File: src/logic/alu_pkg.sv
// Integer ALU execute unit shared definitions
// Data widths, uop encoding and the stage payload structs
// used on the dispatch and writeback sides of the pipeline

package alu_pkg;

  // --------------------------------------------------------------------
  // Widths
  // --------------------------------------------------------------------

  // Data path width
  localparam int xlen          = 32;
  // Reorder buffer sequence number
  localparam int seq_num_bits  = 5;
  // Architectural register index
  localparam int reg_addr_bits = 5;
  // Micro-op code field
  localparam int uop_bits      = 4;
  // Shift amount taken from op2
  localparam int shamt_bits    = 5;

  // --------------------------------------------------------------------
  // Micro-op encoding
  // --------------------------------------------------------------------

  // Register-register and immediate forms share one code
  typedef enum logic [uop_bits-1:0] {
    uop_add  = 4'd0,
    uop_sub  = 4'd1,
    uop_and  = 4'd2,
    uop_or   = 4'd3,
    uop_xor  = 4'd4,
    uop_slt  = 4'd5,
    uop_sltu = 4'd6,
    uop_sll  = 4'd7,
    uop_srl  = 4'd8,
    uop_sra  = 4'd9,
    uop_lui  = 4'd10
  } alu_uop_e;

  // --------------------------------------------------------------------
  // Stage payloads
  // --------------------------------------------------------------------

  // Dispatch to execute
  typedef struct packed {
    logic [xlen-1:0]          pc;
    logic [seq_num_bits-1:0]  seq_num;
    logic [xlen-1:0]          op1;
    logic [xlen-1:0]          op2;
    logic [reg_addr_bits-1:0] waddr;
    alu_uop_e                 uop;
  } dispatch_msg_t;

  // Execute to writeback
  typedef struct packed {
    logic [xlen-1:0]          pc;
    logic [seq_num_bits-1:0]  seq_num;
    logic [reg_addr_bits-1:0] waddr;
    logic [xlen-1:0]          wdata;
    logic                     wen;
  } writeback_msg_t;

endpackage

File: src/logic/alu_stage_reg.sv
// One-entry pipeline register on a val/rdy stream
// Holds a single payload of any packed type and passes it on
// the cycle after it is accepted, at one item per cycle

`timescale 1ns/1ps

module alu_stage_reg #(
  parameter type payload_t = logic [31:0]
) (
  input  logic     clk,
  input  logic     rst_n,

  // Upstream side
  input  logic     in_val,
  output logic     in_rdy,
  input  payload_t in_msg,

  // Downstream side
  output logic     out_val,
  input  logic     out_rdy,
  output payload_t out_msg
);

  // --------------------------------------------------------------------
  // State
  // --------------------------------------------------------------------

  // Entry occupied
  logic     full;
  // Held payload
  payload_t msg_q;
  // Input transfer this cycle
  logic     load;
  // Output transfer this cycle
  logic     drain;

  // --------------------------------------------------------------------
  // Handshake
  // --------------------------------------------------------------------

  assign drain  = full && out_rdy;
  // Space now, or the current item leaves on this edge
  assign in_rdy = !full || out_rdy;
  assign load   = in_val && in_rdy;

  // --------------------------------------------------------------------
  // Registers
  // --------------------------------------------------------------------

  // Load wins over drain when both happen together
  always_ff @(posedge clk or negedge rst_n) begin
    if (!rst_n) begin
      full <= 1'b0;
    end else if (load) begin
      full <= 1'b1;
    end else if (drain) begin
      full <= 1'b0;
    end
  end

  // Payload only moves on an accepted input
  always_ff @(posedge clk) begin
    if (load) begin
      msg_q <= in_msg;
    end
  end

  assign out_val = full;
  assign out_msg = msg_q;

endmodule

File: src/logic/alu_compute.sv
// Combinational integer ALU
// Turns a dispatch payload into a writeback payload in zero cycles
// and suppresses register writes to x0

`timescale 1ns/1ps

module alu_compute (
  input  alu_pkg::dispatch_msg_t  d_msg,
  output alu_pkg::writeback_msg_t w_msg
);

  import alu_pkg::*;

  // --------------------------------------------------------------------
  // Operand views
  // --------------------------------------------------------------------

  logic [xlen-1:0]       op1;
  logic [xlen-1:0]       op2;
  logic [shamt_bits-1:0] shamt;
  logic                  lt_signed;
  logic                  lt_unsigned;
  logic [xlen-1:0]       sum;
  logic [xlen-1:0]       diff;
  logic [xlen-1:0]       sra_val;
  logic [xlen-1:0]       result;

  assign op1 = d_msg.op1;
  assign op2 = d_msg.op2;

  // Only the low bits of op2 count for shifts
  assign shamt = op2[shamt_bits-1:0];

  // Compares for slt and sltu
  assign lt_signed   = $signed(op1) < $signed(op2);
  assign lt_unsigned = op1 < op2;

  // Adder and subtractor wrap modulo 2^xlen
  assign sum  = op1 + op2;
  assign diff = op1 - op2;

  // Arithmetic right shift keeps the sign bit
  assign sra_val = $signed(op1) >>> shamt;

  // --------------------------------------------------------------------
  // Result select
  // --------------------------------------------------------------------

  always_comb begin
    case (d_msg.uop)
      uop_add: begin
        result = sum;
      end
      uop_sub: begin
        result = diff;
      end
      uop_and: begin
        result = op1 & op2;
      end
      uop_or: begin
        result = op1 | op2;
      end
      uop_xor: begin
        result = op1 ^ op2;
      end
      // Set-less-than gives 1 or 0
      uop_slt: begin
        result = {{(xlen-1){1'b0}}, lt_signed};
      end
      uop_sltu: begin
        result = {{(xlen-1){1'b0}}, lt_unsigned};
      end
      uop_sll: begin
        result = op1 << shamt;
      end
      uop_srl: begin
        result = op1 >> shamt;
      end
      uop_sra: begin
        result = sra_val;
      end
      // Upper immediate arrives already shifted in op2
      uop_lui: begin
        result = op2;
      end
      // Unused codes
      default: begin
        result = '0;
      end
    endcase
  end

  // --------------------------------------------------------------------
  // Writeback payload
  // --------------------------------------------------------------------

  // Tag fields pass straight through
  assign w_msg.pc      = d_msg.pc;
  assign w_msg.seq_num = d_msg.seq_num;
  assign w_msg.waddr   = d_msg.waddr;
  assign w_msg.wdata   = result;
  // No write to x0
  assign w_msg.wen     = (d_msg.waddr != '0);

endmodule

File: src/logic/alu_unit.sv
// Integer ALU execute unit
// Input stage register, combinational ALU and output stage register
// between the dispatch and writeback val/rdy streams

`timescale 1ns/1ps

module alu_unit (
  input  logic                              clk,
  input  logic                              rst_n,

  // Dispatch stream
  input  logic                              d_val,
  output logic                              d_rdy,
  input  logic [alu_pkg::xlen-1:0]          d_pc,
  input  logic [alu_pkg::seq_num_bits-1:0]  d_seq_num,
  input  logic [alu_pkg::xlen-1:0]          d_op1,
  input  logic [alu_pkg::xlen-1:0]          d_op2,
  input  logic [alu_pkg::reg_addr_bits-1:0] d_waddr,
  input  alu_pkg::alu_uop_e                 d_uop,

  // Writeback stream
  output logic                              w_val,
  input  logic                              w_rdy,
  output logic [alu_pkg::xlen-1:0]          w_pc,
  output logic [alu_pkg::seq_num_bits-1:0]  w_seq_num,
  output logic [alu_pkg::reg_addr_bits-1:0] w_waddr,
  output logic [alu_pkg::xlen-1:0]          w_wdata,
  output logic                              w_wen
);

  import alu_pkg::*;

  // --------------------------------------------------------------------
  // Internal stream wires
  // --------------------------------------------------------------------

  dispatch_msg_t  d_msg;
  dispatch_msg_t  x_msg;
  writeback_msg_t x_result;
  writeback_msg_t w_msg;
  // Input register to output register handshake
  logic           x_val;
  logic           x_rdy;

  // Pack loose dispatch ports
  assign d_msg.pc      = d_pc;
  assign d_msg.seq_num = d_seq_num;
  assign d_msg.op1     = d_op1;
  assign d_msg.op2     = d_op2;
  assign d_msg.waddr   = d_waddr;
  assign d_msg.uop     = d_uop;

  // --------------------------------------------------------------------
  // Pipeline
  // --------------------------------------------------------------------

  // Stage 1 holds the raw micro-op
  alu_stage_reg #(
    .payload_t (dispatch_msg_t)
  ) u_in_reg (
    .clk     (clk),
    .rst_n   (rst_n),
    .in_val  (d_val),
    .in_rdy  (d_rdy),
    .in_msg  (d_msg),
    .out_val (x_val),
    .out_rdy (x_rdy),
    .out_msg (x_msg)
  );

  alu_compute u_compute (
    .d_msg (x_msg),
    .w_msg (x_result)
  );

  // Stage 2 holds results against writeback stalls
  alu_stage_reg #(
    .payload_t (writeback_msg_t)
  ) u_out_reg (
    .clk     (clk),
    .rst_n   (rst_n),
    .in_val  (x_val),
    .in_rdy  (x_rdy),
    .in_msg  (x_result),
    .out_val (w_val),
    .out_rdy (w_rdy),
    .out_msg (w_msg)
  );

  // Unpack onto writeback ports
  assign w_pc      = w_msg.pc;
  assign w_seq_num = w_msg.seq_num;
  assign w_waddr   = w_msg.waddr;
  assign w_wdata   = w_msg.wdata;
  assign w_wen     = w_msg.wen;

endmodule

File: config.mk
export PLATFORM = sky130hd
export DESIGN_NAME = alu_unit
export DESIGN_NICKNAME = d
export VERILOG_FILES = /design/src/logic/alu_pkg.sv /design/src/logic/alu_stage_reg.sv /design/src/logic/alu_compute.sv /design/src/logic/alu_unit.sv
export SDC_FILE = /design/constraint.sdc
export NUM_CORES = 1
export LEC_CHECK = 0
export ABC_AREA = 1
export BUFFER_PORTS_ARGS = -buffer_cell sky130_fd_sc_hd__clkbuf_2
export CAP_MARGIN = 30
export CORE_MARGIN = 5
export CORE_UTILIZATION = 42
export CTS_CLUSTER_DIAMETER = 50
export DETAILED_ROUTE_END_ITERATION = 12
export SLEW_MARGIN = 10
export SYNTH_ARGS = -nofsm -noshare
export SYNTH_HDL_FRONTEND = slang
export SYNTH_HIERARCHICAL = 1
export SYNTH_SLANG_ARGS = --single-unit
File: constraint.sdc
create_clock -name clk -period 12.6 [get_ports clk]
set_input_delay 1.89 -clock clk [delete_from_list [all_inputs] [get_ports clk]]
set_output_delay 1.89 -clock clk [all_outputs]
set_load 0.05 [all_outputs]
## After elaboration in Yosys (flattened, before gate mapping)

Index checks and enable logic that the tools add are counted.

- Equal/unequal tests: 10
- Reductions and logical operators: 11
- Shift-type cells: 3
- Add/sub/neg operators: 2
- Multiplexer cells: 5
- Order comparisons: 2
- Bitwise gates (word level): 3

Operators with widths:

| cell | count |
|---|---|
| $pmux W32 S11 | 1 |
| $lt A32 B32 Y1 | 2 |
| $add A32 B32 Y32 | 1 |
| $and A32 B32 Y32 | 1 |
| $or A32 B32 Y32 | 1 |
| $shl A32 B5 Y32 | 1 |
| $shr A32 B5 Y32 | 1 |
| $sshr A32 B5 Y32 | 1 |
| $sub A32 B32 Y32 | 1 |
| $xor A32 B32 Y32 | 1 |
| $eq A4 B3 Y1 const B | 4 |
| $eq A4 B4 Y1 const B | 3 |
| $eq A4 B2 Y1 const B | 2 |
| $reduce_bool A5 Y1 | 1 |
| $eq A4 B1 Y1 const B | 1 |
| $logic_not A4 Y1 | 1 |
| $mux W1 | 4 |
| $reduce_bool A2 Y1 | 2 |
| $logic_and A1 B1 Y1 | 3 |
| $logic_not A1 Y1 | 2 |
| $logic_or A1 B1 Y1 | 2 |

- Logic and storage cells: 49
- Register bits after elaboration: 187

## Depth between registers and ports, before layout

- Depth in word-level cells: 5
- Gate-level depth with buffers: 18

## Cells and area by module

Netlist, hierarchy kept.

Modules (own cells, without submodules):

| module | cells an instance | instances | area each (um2) |
|---|---|---|---|
| alu_compute | 2,247 | 1 | 10,732.8 |
| alu_stage_reg at u_in_reg | 116 | 1 | 3,348.2 |
| alu_stage_reg at u_out_reg | 81 | 1 | 2,297.2 |

## Worst setup path after synthesis

Ideal clock, no wire load.

- Path kind: input to register
- From: input port w_rdy
- To: register u_in_reg.msg_q (netlist bit u_in_reg/out_msg[0]), enable pin
- Cell stages on the path: 4
- Slack: 4.640 ns
- Path buffers: 0
- Arrival time: 7.345 ns
- Required time: 11.985 ns
- Cells stage by stage: inv_1 nand2_1 inv_1 a21oi_1

- Longest elaborated chain between the ends: 3

RTL lines:

| what | line | RTL |
|---|---|---|
| from (decl) | alu_unit.sv:23 | `input logic w_rdy,` |
| $logic_or A1 B1 Y1 | alu_stage_reg.sv:43 | `assign in_rdy = !full \|\| out_rdy;` |
| via x_rdy | alu_unit.sv:43 | `logic x_rdy;` |
| $logic_or A1 B1 Y1 | alu_stage_reg.sv:43 |  |
| $logic_and A1 B1 Y1 | alu_stage_reg.sv:44 | `assign load = in_val && in_rdy;` |
| via u_in_reg.load | alu_stage_reg.sv:33 | `logic load;` |
| to (signal assigned) | alu_stage_reg.sv:64 | `msg_q <= in_msg;` |
| to (decl) | alu_stage_reg.sv:31 | `payload_t msg_q;` |

The timed path passes the listed nets, and every way through them passes these cells.
A chain may end at the register's enable or synchronous reset.

## Worst setup path in the final report

- From: input port w_rdy
- To: output port d_rdy

- Longest elaborated chain between the ends: 2

RTL lines:

| what | line | RTL |
|---|---|---|
| $logic_or A1 B1 Y1 | alu_stage_reg.sv:43 |  |
| via x_rdy | alu_unit.sv:43 |  |
| $logic_or A1 B1 Y1 | alu_stage_reg.sv:43 |  |
| to (decl) | alu_unit.sv:13 | `output logic d_rdy,` |

The timed path passes the listed nets, and every way through them passes these cells.

==> flow_summary.yaml <==
detailed_routing:
  drt_pre_antenna_iters: 5
  route.vias.total: 16800
  drc: 0
  wl_per_cell_um: 21.3
  wl_um: 65200
  final_antenna_net_count: 0
  via_per_inst: 5.48
  drtIter0Drc: 1636
logic_synthesis:
  yosys.area.top_type: "edfxtp_1"
  ys_seq_area_frac: 0.342
  syn_area_per_cell_um2: 6.70
  ys_types: 45
  yosysMostFrequentCell: "nand2_1"
  netlist_area_um2: 16400
  synthFlopType: "edfxtp_1"
  synth_edf_count: 185
  synth_top_area_share: 0.339
  syn-num-nets: 2658
  ys_top_cells_by_count: "nand2_1 (805), nand3_1 (413), inv_1 (316)"
  synth_area_leaders: "edfxtp_1 (34%), nand2_1 (18%), nand3_1 (13%), ha_1 (7.5%), inv_1 (7.2%)"
  synth_warnings: 6
  async_flop_share: 0.0107
  syn-instance-count: 2444
  ys_ff_latch: 187
layout:
  drive_above_1_share: 0.104
  nets: 2746
  n_antenna_cell: 0
  final_area_um2: 18000
  areaGrowthSynthToFinish_pct: 9.73
sta:
  finalSetupViolations: 0
  period_needed_ns: 4.49
  finClkSkew_ns: 0.0207
  final.period_utilization: 0.356
  hold_violations: 0
  drv_slew: 0
  slew_headroom: 0.358
  worst_pin_slew_ns: 0.961
  rsz0062_at_grt: "false"
  fmaxAchievable_ghz: 0.223
  tns_ns: 0
  hold_slack_ns: 0.422
placement:
  placed_area_um2: 17300
  dpl.hpwl_um: 51500
  io_buffers: 190
  gp_congestion: 0.992
global_routing:
  grt_max_degree: 75
  grt.overflow.total: 0
  antenna_found_initial: 2
  grtUsageTotal: 0.295
  grt_pass1_wl_um: 96900
  grt_pass1_vias: 15900
critical_path:
  crit_path_end: "d_rdy"
  cp_max_fo: 2
  r2r_setup_slack_ns: 8.85
  end_kind: "primary output"
  r2r-start: "u_in_reg/out_msg[11]"
  critPathKind: "in2out"
  r2r_cells: 11
  startpoint: "w_rdy"
  arrival_ns: 2.60
  worstSetupStartpointType: "input port"
  r2r-end: "u_out_reg/out_msg[9]"
  required_ns: 10.71
die:
  initial_utilization: 0.424
  rows: 72
  die_area_um2: 43000
  die_w_um: 207
  boundaryPins: 191
  core_um2: 38600
  die_h_um: 207
clocking:
  root_buffer: "clkbuf_16"
  postCtsHoldBufs: 0
  cts_tree: "yes"
  cts.path.max_buffers: 2
  cts_buffers: 17
  clk_pin_slew_ns: 0.07
  h-tree-depth: 4
  cts_post_setup_buffers_inserted: 0
  clk_latency_ns: 0.51
  clock_sinks: 187
  cts_resized: 0
run_status:
  outcome: "finished, final reports clean"
power_and_ir_drop:
  p_leak_nw: 9.05
  p_per_area_nw_per_um2: 111
  ir_drop_mv: 0.172
  totalPowerFinal_w: 0.00199
job:
  drv_cap: 0
min_path:
  min_path_type: "reg2reg"
## kinds of logic (layout without fill, tap and decap cells)
kind of cell / Yosys count / in the layout / synth area share
adders and majority gates: 100 / 100 / 0.0773
AOI/OAI and AO/OA: 202 / 202 / 0.0691
buffers and inverters: 466 / 567 / 0.124
DFF: 187 / 187 / 0.342
and+or+nand+nor: 1487 / 1487 / 0.386
xor gates and xnor gates: 2 / 2 / 0.00107
## cell usage in the layout (no fill, tap or decap), drive strengths merged, types with 33 or more instances in the layout
| cell type | count |
|---|---|
| nor2 | 189 |
| ha | 98 |
| nand2 | 809 |
| a21oi | 83 |
| o21ai | 65 |
| inv | 334 |
| nor3 | 33 |
| edfxtp | 185 |
| clkbuf | 208 |
| nand3 | 415 |
## metrics by stage
stage                util  setup slack (ns)  std cells
finish              0.465              8.11       3063
global route        0.465              8.03       3063
CTS                 0.465              8.10       3062
detailed placement  0.449              8.10       3030
global placement    0.448              8.13       3029
floorplan               -              4.64       2444
## critical path, cell delays in order
cell,delay (ns)
clkbuf_2,0.08
inv_1,0.10
nand2_1,0.09
inv_1,0.11
nand2_1,0.08
clkbuf_2,0.24
## power breakdown
group          total, W  switching, W  leakage [nW]  internal (W)
combinational  0.000624      0.000466          6.94      0.000158
clock          0.000587      0.000282         0.304      0.000305
sequential     0.000777     0.0000333          1.80      0.000744
## cell type report
| class | instances | area, um^2 |
|---|---|---|
| clock buffers | 18 | 429 |
| clock inverters | 14 | 198 |
| fillers | 4153 | 20700 |
| inverters | 329 | 1240 |
| multi-input cells | 1791 | 8760 |
| flip-flops and latches | 187 | 5610 |
| well taps | 518 | 648 |
| repair buffers | 206 | 1090 |
## per-layer routing
metal,GRT usage,wire length (um),up-vias
li1,-,-,8079
met1,0.411,29100,7921
met2,0.477,30200,679
met3,0.0461,4280,92
met4,0.0896,1740,0
met5,0,0,-
## flip-flops by register name, indices dropped and copies added (netlist names)
register,count
u_in_reg/out_val,1
u_out_reg/out_msg,75
u_in_reg/out_msg,110
u_out_reg/out_val,1
## worst min-delay path by stage
| stage | startpoint | endpoint | slack (ns) | cells after the start |
|---|---|---|---|---|
| 2_1_floorplan | u_in_reg/out_val | u_out_reg/out_val | 0.47 | 2 |
| 3_3_place_gp | u_in_reg/out_msg[101] | u_out_reg/out_msg[66] | 0.40 | 0 |
| 3_5_place_dp | u_in_reg/out_msg[99] | u_out_reg/out_msg[64] | 0.40 | 0 |
| 4_1_cts | u_in_reg/out_msg[105] | u_out_reg/out_msg[70] | 0.42 | 0 |
| 5_1_grt | u_in_reg/out_msg[80] | u_out_reg/out_msg[45] | 0.43 | 0 |
| 6_report | u_in_reg/out_msg[81] | u_out_reg/out_msg[46] | 0.42 | 0 |
Power figures use the tool's default switching activity.
